$ cat src/hdl/fft_defines.svh
// ===================================================================
// FFT8 SDF parameters
// Transform size, sample widths and twiddle fixed-point format
// ===================================================================
`ifndef FFT_DEFINES_SVH
`define FFT_DEFINES_SVH

// Points per frame
`define FFT_N      8

// Input component width, signed
`define SAMPLE_W   15

// Output component width, one growth bit per stage
`define OUT_W      18

// Twiddle component width and fractional bits (Q1.14)
`define COEF_W     16
`define COEF_FRAC  14

`endif

$ cat src/hdl/fft_pkg.sv
// ===================================================================
// FFT shared types
// Twiddle coefficient type and stage controller phases
// ===================================================================
`include "fft_defines.svh"

package fft_pkg;

    // Signed twiddle component in Q1.14
    typedef logic signed [`COEF_W-1:0] coef_t;

    // Stage controller phase
    // Drain phases may overlap the fill of the next block
    typedef enum logic [2:0] {
        PH_IDLE,
        PH_FILL,
        PH_BFLY,
        PH_DRAIN,
        PH_DRAIN_FILL
    } stage_phase_t;

endpackage

$ cat src/hdl/twiddle_rom.sv
// ===================================================================
// Twiddle table
// W8^k for k = 0..3 in Q1.14, answered combinationally
// ===================================================================
`timescale 1ns/1ps
`include "fft_defines.svh"

module twiddle_rom (
    input  logic [1:0]     tw_index_i,
    output fft_pkg::coef_t tw_re_o,
    output fft_pkg::coef_t tw_im_o
);
    import fft_pkg::*;

    // Unity and cos(pi/4) scaled by 2^14
    localparam coef_t TW_ONE = coef_t'(1 << `COEF_FRAC);
    localparam coef_t TW_C45 = coef_t'(11585);

    always_comb begin
        case (tw_index_i)
            2'd0: begin
                tw_re_o = TW_ONE;
                tw_im_o = '0;
            end
            2'd1: begin
                tw_re_o = TW_C45;
                tw_im_o = -TW_C45;
            end
            2'd2: begin
                tw_re_o = '0;
                tw_im_o = -TW_ONE;
            end
            default: begin
                // k = 3
                tw_re_o = -TW_C45;
                tw_im_o = -TW_C45;
            end
        endcase
    end

endmodule

$ cat src/hdl/twiddle_mul.sv
// ===================================================================
// Twiddle multiplier
// Complex product, arithmetic shift by the fraction, then saturation
// ===================================================================
`timescale 1ns/1ps
`include "fft_defines.svh"

module twiddle_mul #(
    parameter int W = 16
) (
    input  logic signed [W-1:0] a_re_i,
    input  logic signed [W-1:0] a_im_i,
    input  fft_pkg::coef_t      tw_re_i,
    input  fft_pkg::coef_t      tw_im_i,
    output logic signed [W-1:0] p_re_o,
    output logic signed [W-1:0] p_im_o
);
    // Full product width plus one bit for the sum of two products
    localparam int PW = W + `COEF_W + 1;

    localparam logic signed [PW-1:0] SAT_MAX = {{(PW - W + 1){1'b0}}, {(W - 1){1'b1}}};
    localparam logic signed [PW-1:0] SAT_MIN = {{(PW - W + 1){1'b1}}, {(W - 1){1'b0}}};

    logic signed [PW-1:0] re_full, im_full;
    logic signed [PW-1:0] re_sh, im_sh;

    // Clamp to the W-bit signed range
    function automatic logic signed [W-1:0] sat(input logic signed [PW-1:0] v);
        if (v > SAT_MAX) begin
            return SAT_MAX[W-1:0];
        end else if (v < SAT_MIN) begin
            return SAT_MIN[W-1:0];
        end
        return v[W-1:0];
    endfunction

    // (a_re + j a_im)(t_re + j t_im), all operands signed
    assign re_full = a_re_i * tw_re_i - a_im_i * tw_im_i;
    assign im_full = a_re_i * tw_im_i + a_im_i * tw_re_i;

    // Truncates toward minus infinity
    assign re_sh = re_full >>> `COEF_FRAC;
    assign im_sh = im_full >>> `COEF_FRAC;

    assign p_re_o = sat(re_sh);
    assign p_im_o = sat(im_sh);

endmodule

$ cat src/hdl/sdf_stage_ctrl.sv
// ===================================================================
// SDF stage controller
// Sequences fill, butterfly and drain and selects the twiddle factor
// ===================================================================
`timescale 1ns/1ps
`include "fft_defines.svh"

module sdf_stage_ctrl #(
    parameter int DELAY = 1
) (
    input  logic                 clk,
    input  logic                 rst_n,
    input  logic                 valid_i,
    output fft_pkg::stage_phase_t phase_o,
    output logic [1:0]           tw_index_o,
    output logic                 valid_o
);
    import fft_pkg::*;

    localparam int CNT_W = $clog2(2 * DELAY);
    // Twiddle step per drain position
    localparam int TW_STEP = `FFT_N / (2 * DELAY);
    localparam logic [CNT_W-1:0] LAST_HALF = CNT_W'(DELAY - 1);
    localparam logic [CNT_W-1:0] LAST_BLOCK = CNT_W'(2 * DELAY - 1);
    // A one-deep stage goes straight to the butterfly after one sample
    localparam stage_phase_t START_PH = (DELAY == 1) ? PH_BFLY : PH_FILL;

    stage_phase_t phase_q, phase_nxt;
    // Position of the incoming sample within its block
    logic [CNT_W-1:0] in_cnt_q, in_cnt_nxt;
    // Position within the drain of the previous block
    logic [CNT_W-1:0] dr_cnt_q, dr_cnt_nxt;
    logic draining;

    assign draining = (phase_q == PH_DRAIN) || (phase_q == PH_DRAIN_FILL);

    // ==================================================================
    // Next-state logic
    // ==================================================================
    always_comb begin
        phase_nxt  = phase_q;
        in_cnt_nxt = in_cnt_q;
        dr_cnt_nxt = dr_cnt_q;
        case (phase_q)
            PH_IDLE: begin
                // First strobe of a block
                if (valid_i) begin
                    in_cnt_nxt = CNT_W'(1);
                    phase_nxt  = START_PH;
                end
            end
            PH_FILL: begin
                in_cnt_nxt = in_cnt_q + 1'b1;
                if (in_cnt_q == LAST_HALF) begin
                    phase_nxt = PH_BFLY;
                end
            end
            PH_BFLY: begin
                in_cnt_nxt = in_cnt_q + 1'b1;
                // Last sample of the block, differences now sit in the line
                if (in_cnt_q == LAST_BLOCK) begin
                    in_cnt_nxt = '0;
                    dr_cnt_nxt = '0;
                    phase_nxt  = PH_DRAIN;
                end
            end
            PH_DRAIN: begin
                dr_cnt_nxt = dr_cnt_q + 1'b1;
                if (valid_i) begin
                    in_cnt_nxt = CNT_W'(1);
                end
                if (dr_cnt_q == LAST_HALF) begin
                    dr_cnt_nxt = '0;
                    phase_nxt  = valid_i ? START_PH : PH_IDLE;
                end else if (valid_i) begin
                    // New block arrives while the drain is still running
                    phase_nxt = PH_DRAIN_FILL;
                end
            end
            PH_DRAIN_FILL: begin
                dr_cnt_nxt = dr_cnt_q + 1'b1;
                in_cnt_nxt = in_cnt_q + 1'b1;
                if (dr_cnt_q == LAST_HALF) begin
                    dr_cnt_nxt = '0;
                    // Back-to-back blocks finish fill and drain together
                    phase_nxt  = (in_cnt_q == LAST_HALF) ? PH_BFLY : PH_FILL;
                end
            end
            default: phase_nxt = PH_IDLE;
        endcase
    end

    always_ff @(posedge clk or negedge rst_n) begin
        if (!rst_n) begin
            phase_q  <= PH_IDLE;
            in_cnt_q <= '0;
            dr_cnt_q <= '0;
            valid_o  <= 1'b0;
        end else begin
            phase_q  <= phase_nxt;
            in_cnt_q <= in_cnt_nxt;
            dr_cnt_q <= dr_cnt_nxt;
            // Aligned with the registered stage output
            valid_o  <= (phase_q == PH_BFLY) || draining;
        end
    end

    assign phase_o    = phase_q;
    assign tw_index_o = 2'(dr_cnt_q * TW_STEP);

endmodule

$ cat src/hdl/sdf_stage.sv
// ===================================================================
// SDF stage
// Delay-feedback radix-2 DIF butterfly with twiddle on the drain path
// ===================================================================
`timescale 1ns/1ps

module sdf_stage #(
    parameter int DELAY = 1,
    parameter int IN_W  = 17
) (
    input  logic                   clk,
    input  logic                   rst_n,
    input  logic                   valid_i,
    input  logic signed [IN_W-1:0] data_re_i,
    input  logic signed [IN_W-1:0] data_im_i,
    output logic                   valid_o,
    output logic signed [IN_W:0]   data_re_o,
    output logic signed [IN_W:0]   data_im_o
);
    import fft_pkg::*;

    // Stage works one bit wider than its input
    localparam int DW = IN_W + 1;

    stage_phase_t phase;
    logic [1:0]   tw_index;
    coef_t        tw_re, tw_im;
    logic         draining;
    logic         shift_en;

    logic signed [DW-1:0] in_re_x, in_im_x;
    logic signed [DW-1:0] head_re, head_im;
    logic signed [DW-1:0] sum_re, sum_im;
    logic signed [DW-1:0] dif_re, dif_im;
    logic signed [DW-1:0] tail_re, tail_im;
    logic signed [DW-1:0] prod_re, prod_im;

    // Feedback delay line, entry 0 is the oldest
    logic signed [DW-1:0] dl_re [DELAY];
    logic signed [DW-1:0] dl_im [DELAY];

    sdf_stage_ctrl #(
        .DELAY      (DELAY)
    ) u_ctrl (
        .clk        (clk),
        .rst_n      (rst_n),
        .valid_i    (valid_i),
        .phase_o    (phase),
        .tw_index_o (tw_index),
        .valid_o    (valid_o)
    );

    twiddle_rom u_rom (
        .tw_index_i (tw_index),
        .tw_re_o    (tw_re),
        .tw_im_o    (tw_im)
    );

    twiddle_mul #(
        .W       (DW)
    ) u_mul (
        .a_re_i  (head_re),
        .a_im_i  (head_im),
        .tw_re_i (tw_re),
        .tw_im_i (tw_im),
        .p_re_o  (prod_re),
        .p_im_o  (prod_im)
    );

    // ==================================================================
    // Butterfly
    // ==================================================================
    assign in_re_x = {data_re_i[IN_W-1], data_re_i};
    assign in_im_x = {data_im_i[IN_W-1], data_im_i};
    assign head_re = dl_re[0];
    assign head_im = dl_im[0];

    // x[n] + x[n+D] goes out, x[n] - x[n+D] goes back into the line
    assign sum_re = head_re + in_re_x;
    assign sum_im = head_im + in_im_x;
    assign dif_re = head_re - in_re_x;
    assign dif_im = head_im - in_im_x;

    assign draining = (phase == PH_DRAIN) || (phase == PH_DRAIN_FILL);
    // Line moves on every strobe and on every drain cycle
    assign shift_en = valid_i || draining;
    assign tail_re  = (phase == PH_BFLY) ? dif_re : in_re_x;
    assign tail_im  = (phase == PH_BFLY) ? dif_im : in_im_x;

    always_ff @(posedge clk) begin
        if (shift_en) begin
            for (int i = 0; i < DELAY - 1; i++) begin
                dl_re[i] <= dl_re[i+1];
                dl_im[i] <= dl_im[i+1];
            end
            dl_re[DELAY-1] <= tail_re;
            dl_im[DELAY-1] <= tail_im;
        end
    end

    // ==================================================================
    // Output register
    // ==================================================================
    always_ff @(posedge clk or negedge rst_n) begin
        if (!rst_n) begin
            data_re_o <= '0;
            data_im_o <= '0;
        end else if (phase == PH_BFLY) begin
            data_re_o <= sum_re;
            data_im_o <= sum_im;
        end else if (draining) begin
            // Twiddled difference leaving the head of the line
            data_re_o <= prod_re;
            data_im_o <= prod_im;
        end
    end

endmodule

$ cat config.mk
export PLATFORM = sky130hd
export DESIGN_NAME = sdf_stage
export DESIGN_NICKNAME = d
export VERILOG_FILES = /design/src/hdl/fft_pkg.sv /design/src/hdl/twiddle_rom.sv /design/src/hdl/twiddle_mul.sv /design/src/hdl/sdf_stage_ctrl.sv /design/src/hdl/sdf_stage.sv
export VERILOG_INCLUDE_DIRS = /design/src /design/src/hdl
export SDC_FILE = /design/constraint.sdc
export NUM_CORES = 1
export LEC_CHECK = 0
export BUFFER_PORTS_ARGS = -buffer_cell sky130_fd_sc_hd__buf_2
export CORE_MARGIN = 2
export CORE_UTILIZATION = 30
export DETAILED_ROUTE_END_ITERATION = 16
export SYNTH_ARGS = -nofsm -noshare
export SYNTH_HDL_FRONTEND = slang
export SYNTH_SLANG_ARGS = --single-unit
$ cat constraint.sdc
create_clock -name clk -period 4.2 [get_ports clk]
set_input_delay 1.26 -clock clk [delete_from_list [all_inputs] [get_ports clk]]
set_output_delay 1.26 -clock clk [all_outputs]
set_load 0.02 [all_outputs]
# Word level (Yosys, flattened, before mapping)
# Memories as Yosys holds them, arrays and structs flattened.
# Index checks and enable logic that the tools add are counted.
[classes]
addsub = 6
n_lt_le_gt_ge = 4
n_eq_ne = 10
n_mux = 33
n_reduce_logical = 13
[op_table]
columns = ["operator", "count"]
rows = [
  ["18-bit two-way mux", 12],
  ["18-bit by 17-bit adder with 18-bit output", 2],
  ["18-bit greater-than comparator, second input constant", 2],
  ["18-bit < comparator, second input constant", 2],
  ["18-bit by 17-bit subtractor with 18-bit output", 2],
  ["3-bit two-way mux", 6],
  ["3-bit case mux with 5 select lines", 1],
  ["1-bit two-way mux", 10],
  ["3-bit by 2-bit equality test with 1-bit output, second input constant", 2],
  ["2-bit != test, second input constant", 3],
  ["2-bit OR reduction", 3],
  ["5-bit AND reduction", 1],
  ["2-bit two-way mux", 2],
  ["2-bit by 1-bit != test with 1-bit output, second input constant", 2],
  ["2-bit AND reduction", 2],
  ["2-bit nonzero test", 2],
  ["3-bit by 1-bit equality test with 1-bit output, second input constant", 1],
  ["3-bit equality test, second input constant", 1],
  ["3-bit zero test", 1],
  ["1-bit logical OR", 3],
  ["3-bit != test, second input constant", 1],
  ["1-bit case mux with 3 select lines", 1],
  ["3-bit nonzero test", 1],
  ["1-bit adder, second input constant", 2],
  ["1-bit case mux with 2 select lines", 1],
]
[word_totals]
ff_bits = 42
ram_bits = 36
input_bits = 37
output_inout_bits = 37
word_cells = 74
n_memories = 2
[memory_table]
columns = ["memory", "depth", "word_bits", "read_ports", "rd_clocked_by_memory_dff", "write_ports", "line", "text"]
rows = [
  ["dl_im", 1, 18, 1, 0, 1, "sdf_stage.sv:40", "logic signed [DW-1:0] dl_im [DELAY];"],
  ["dl_re", 1, 18, 1, 0, 1, "sdf_stage.sv:39", "logic signed [DW-1:0] dl_re [DELAY];"],
]

# Depth between registers and ports, before layout
# An unclocked memory read counts as a cell.
[logic_depth]
ltp_word = 7
depth_mapped = 9
depth_no_buf = 9

# By module
# A second synthesis with hierarchy kept.
[hier_totals]
cells_unflattened = 5623
area_unflattened_um2 = 51449.3
[by_module_without_submodules]
columns = ["mod", "instances", "cells_per_inst", "area_per_inst_um2", "seq_area_each_um2"]
rows = [
  ["twiddle_mul", 1, 4797, 44550.2, 0.0],
  ["sdf_stage", 1, 759, 6299.8, 1981.9],
  ["sdf_stage_ctrl", 1, 29, 312.8, 100.1],
  ["twiddle_rom", 1, 38, 286.5, 0.0],
]

# Least setup slack after synthesis
# No wires, ideal clock.
[synth_timing]
kind = "input -> register"
start = "input port data_re_i[0]"
end = "memory dl_re[0][12] in the netlist's numbering, data pin"
setup_ns = 0.270
arrival_time_ns = 3.017
t_required_ns = 3.930
path_slack_ns = 0.914
stages = 8
n_path_buf = 0
path_cell_list = "ha_1 > fa_1 > nand2b_1 > a211o_1 > a211o_1 > a31oi_1 > mux2i_1 > o211ai_1"
[synth_via]
elab_chain_len = 2
[synth_rtl]
columns = ["item", "line", "text"]
rows = [
  ["start, declared", "sdf_stage.sv:14", "input logic signed [IN_W-1:0] data_re_i,"],
  ["18-bit by 17-bit subtractor with 18-bit output", "sdf_stage.sv:81", "assign dif_re = head_re - in_re_x;"],
  ["18-bit two-way mux", "sdf_stage.sv:87", "assign tail_re = (phase == PH_BFLY) ? dif_re : in_re_x;"],
  ["named net tail_re[12]", "sdf_stage.sv:35", "logic signed [DW-1:0] tail_re, tail_im;"],
  ["end, declared", "sdf_stage.sv:39", ""],
]
# The timed path passes the listed nets, and every way through them passes these cells.

# Worst setup path after layout
[layout_timing]
start = "input port data_im_i[0]"
end = "memory dl_im[0][16] in the netlist's numbering, data pin"
[layout_via]
elab_chain_len = 2
[layout_rtl]
columns = ["item", "line", "text"]
rows = [
  ["start, declared", "sdf_stage.sv:15", "input logic signed [IN_W-1:0] data_im_i,"],
  ["18-bit by 17-bit subtractor with 18-bit output", "sdf_stage.sv:82", "assign dif_im = head_im - in_im_x;"],
  ["18-bit two-way mux", "sdf_stage.sv:88", "assign tail_im = (phase == PH_BFLY) ? dif_im : in_im_x;"],
  ["named net tail_im[16]", "sdf_stage.sv:35", ""],
  ["end, declared", "sdf_stage.sv:40", ""],
]
# The timed path passes the listed nets, and every way through them passes these cells.

==> results.tsv <==
metric	value	unit
diodes inserted	0	
# rows	57	
vias in the first global route	6285	
Max VDD drop	0.339	mV
Least-Margin Pin Slew	0.924	ns
setup repair bufs after CTS	0	
area occupied by multi-input gates	0.00478	mm^2
via count	6418	
Post-Place Setup Slack	0.498	ns
final net count	1022	
first-pass GRT wire length	33800	um
clk buf depth	2	
period utilization	79.3	%
area leader, netlist	edfxtp_1	
die extent in x	160	um
share of layout cells above drive strength 1	13.7	%
RSZ-0062 raised after global routing	false	
CORE AREA	0.0241	mm^2
antenna-violating nets left	0	
Iter 0 DRT Violations	448	
# hold bufs at CTS	0	
I/O pins	74	
Max FO, Critical Path	4	
Die ar.	0.0256	mm^2
# fillers	2569	
Avg Inst Size Synth	8.46	um^2
Overall Global Routing Usage	16.3	%
initial antenna violation count	1	
synthesized area	0.00731	mm^2
crit path DAT	3.43	ns
Wirelength per Cell	16.4	um
Worst-path clk slew	0.06	ns
critical path endpoint category	flip-flop	
H-tree depth	3	
status	finished clean	
GRT Residual Overflow	0	
register area	0.00208	mm^2
Pwr Density	890	mW/mm^2
Die Ht	160	um
Yosys cell types	74	
Hold Path Class	flip-flop to flip-flop	
Clk Latency, worst-skew pair	0.35	ns
Max-Slew Margin vs Limit	38.4	%
initial cell density of the core	30.3	%
Critical Path Start Type	input port	
upper clock frequency limit	300	MHz
# DRC	0	
max cap viols	0	
YS warnings	0	
gpl congestion	0.885	
Num CTS Buffers	9	
most common cell in the synthesized netlist	ha_1	
post-DP HPWL	15300	um
Synth top area share	14.8	%
ys flop type	dfrtp_1	
vias per cell	5.19	
TritonRoute pass-1 iters	4	
final count of hold timing violations	0	
Min Clock Period, post-route	3.33	ns
post-CTS sizing	0	
count of state elements after synthesis	76	
Commonest cells post-synth	73 x ha_1, 68 x nand2_1, 66 x inv_1	
Slew Viols, Final	0	
Pleak	3.55	nW
CTS tree	done	
Post-synth EDFFs	36	
final setup fails	0	
Area Growth Syn to Fin	13.1	%
IO buf count	73	
final wirelength	20300	um
syn nets	978	
Setup Skew	0.00465	ns
largest net degree at the start of global routing	90	
worst setup margin	0.870	ns
Fin Setup TNS	0	ns
Seq/Total Area, Yosys	28.5	%
ranking of synthesized cells by area	edfxtp_1 15%, dfrtp_1 14%, ha_1 12%	
critical path class	input port to flip-flop	
CP required	4.30	ns
Sink Count	76	
Post-synth ARST share	52.6	%
clk root buf	clkbuf_16	
Mapped Cells	864	
## kinds of logic after synthesis
family,share of synthesized area [%]
compound gates,23.7
xor+xnor,4.19
simple gates,18.4
mux,5.29
flops,28.5
fa+ha+maj,13.6
buf+inv,6.35
## worst paths after layout
| kind | slack, ns | from | depth (start not counted) | to |
|---|---|---|---|---|
| worst max-delay path | 0.87 | data_im_i[0] | 9 | dl_im[0][16] |
| worst min-delay path | 0.57 | data_re_o[1] | 2 | data_re_o[1] |
| worst max register to register | 1.38 | u_ctrl.phase_o[0] | 8 | dl_im[0][17] |
| worst min register to register | 0.57 | data_re_o[1] | 2 | data_re_o[1] |
| max in group asynchronous | 2.52 | rst_n | 2 | data_im_o[2] |
| min in group asynchronous | 0.94 | rst_n | 1 | data_re_o[10] |
## stage by stage
stage | std cells | hold WS, ns | instance area [um^2] | total power [mW] | util (%)
after floorplan | 864 | 0.509 | 7310 | 5.28 | -
after CTS | 1237 | 0.574 | 8270 | 7.40 | 34.3
after global routing | 1237 | 0.611 | 8270 | 8.06 | 34.3
after detailed placement | 1221 | 0.558 | 7950 | 6.50 | 33.0
final | 1237 | 0.566 | 8270 | 7.36 | 34.3
after global placement | 1221 | 0.549 | 7950 | 6.45 | 33.0
## critical path, stage by stage
cell      delay [ns]
buf_2           0.12
ha_1            0.22
fa_1            0.41
nor2b_1         0.20
o31ai_2         0.13
a211oi_1        0.44
o21ai_0         0.22
a21o_1          0.21
a31o_2          0.22
## placed cells by master, fill, tap and decap left out, drive strengths merged, types with 9 or more instances in the layout
cell type | synthesis | layout
nor2 | 59 | 59
buf | 26 | 82
ha | 73 | 73
clkbuf | 23 | 10
edfxtp | 36 | 36
inv | 66 | 66
xnor2 | 30 | 30
mux2i | 33 | 33
a21oi | 58 | 58
a211oi | 30 | 30
nor3 | 26 | 26
nand3 | 15 | 15
nand2b | 26 | 26
a21o | 14 | 14
a31oi | 9 | 9
nand2 | 68 | 68
o21ai | 61 | 61
o21bai | 10 | 10
o211ai | 10 | 10
o21a | 11 | 11
nor2b | 29 | 29
dfrtp | 40 | 40
## flip-flops by register name, indices dropped and copies added (netlist names)
name             cells
dl_re               18
data_im_o           18
data_re_o           18
u_ctrl.phase_o       2
dl_im               18
u_ctrl.valid_o       1
u_ctrl.in_cnt_q      1
## where the power goes
| group | internal, mW | switching (mW) |
|---|---|---|
| Clock | 0.522 | 0.342 |
| Combinational | 1.94 | 2.94 |
| Sequential | 1.32 | 0.294 |
| Total | 3.78 | 3.58 |
## layout make-up
cell class,instances,share of cell area (%)
Clock buffer,10,2.77
Clock inverter,6,1.09
Inverter,67,3.04
Multi-Input combinational cell,672,57.8
Sequential cell,76,25.2
Tap cell,324,4.90
Timing Repair Buffer,82,5.24
## per-layer routing
layer  vias up  track usage, %  part of all wire [%]
met5         -               0                 0.064
met4         2            4.50                  0.93
met3        14            2.39                   3.6
met2       151            24.9                    44
met1      3037            23.7                    52
li1       3214               -                     -
Power figures use the tool's default switching activity.
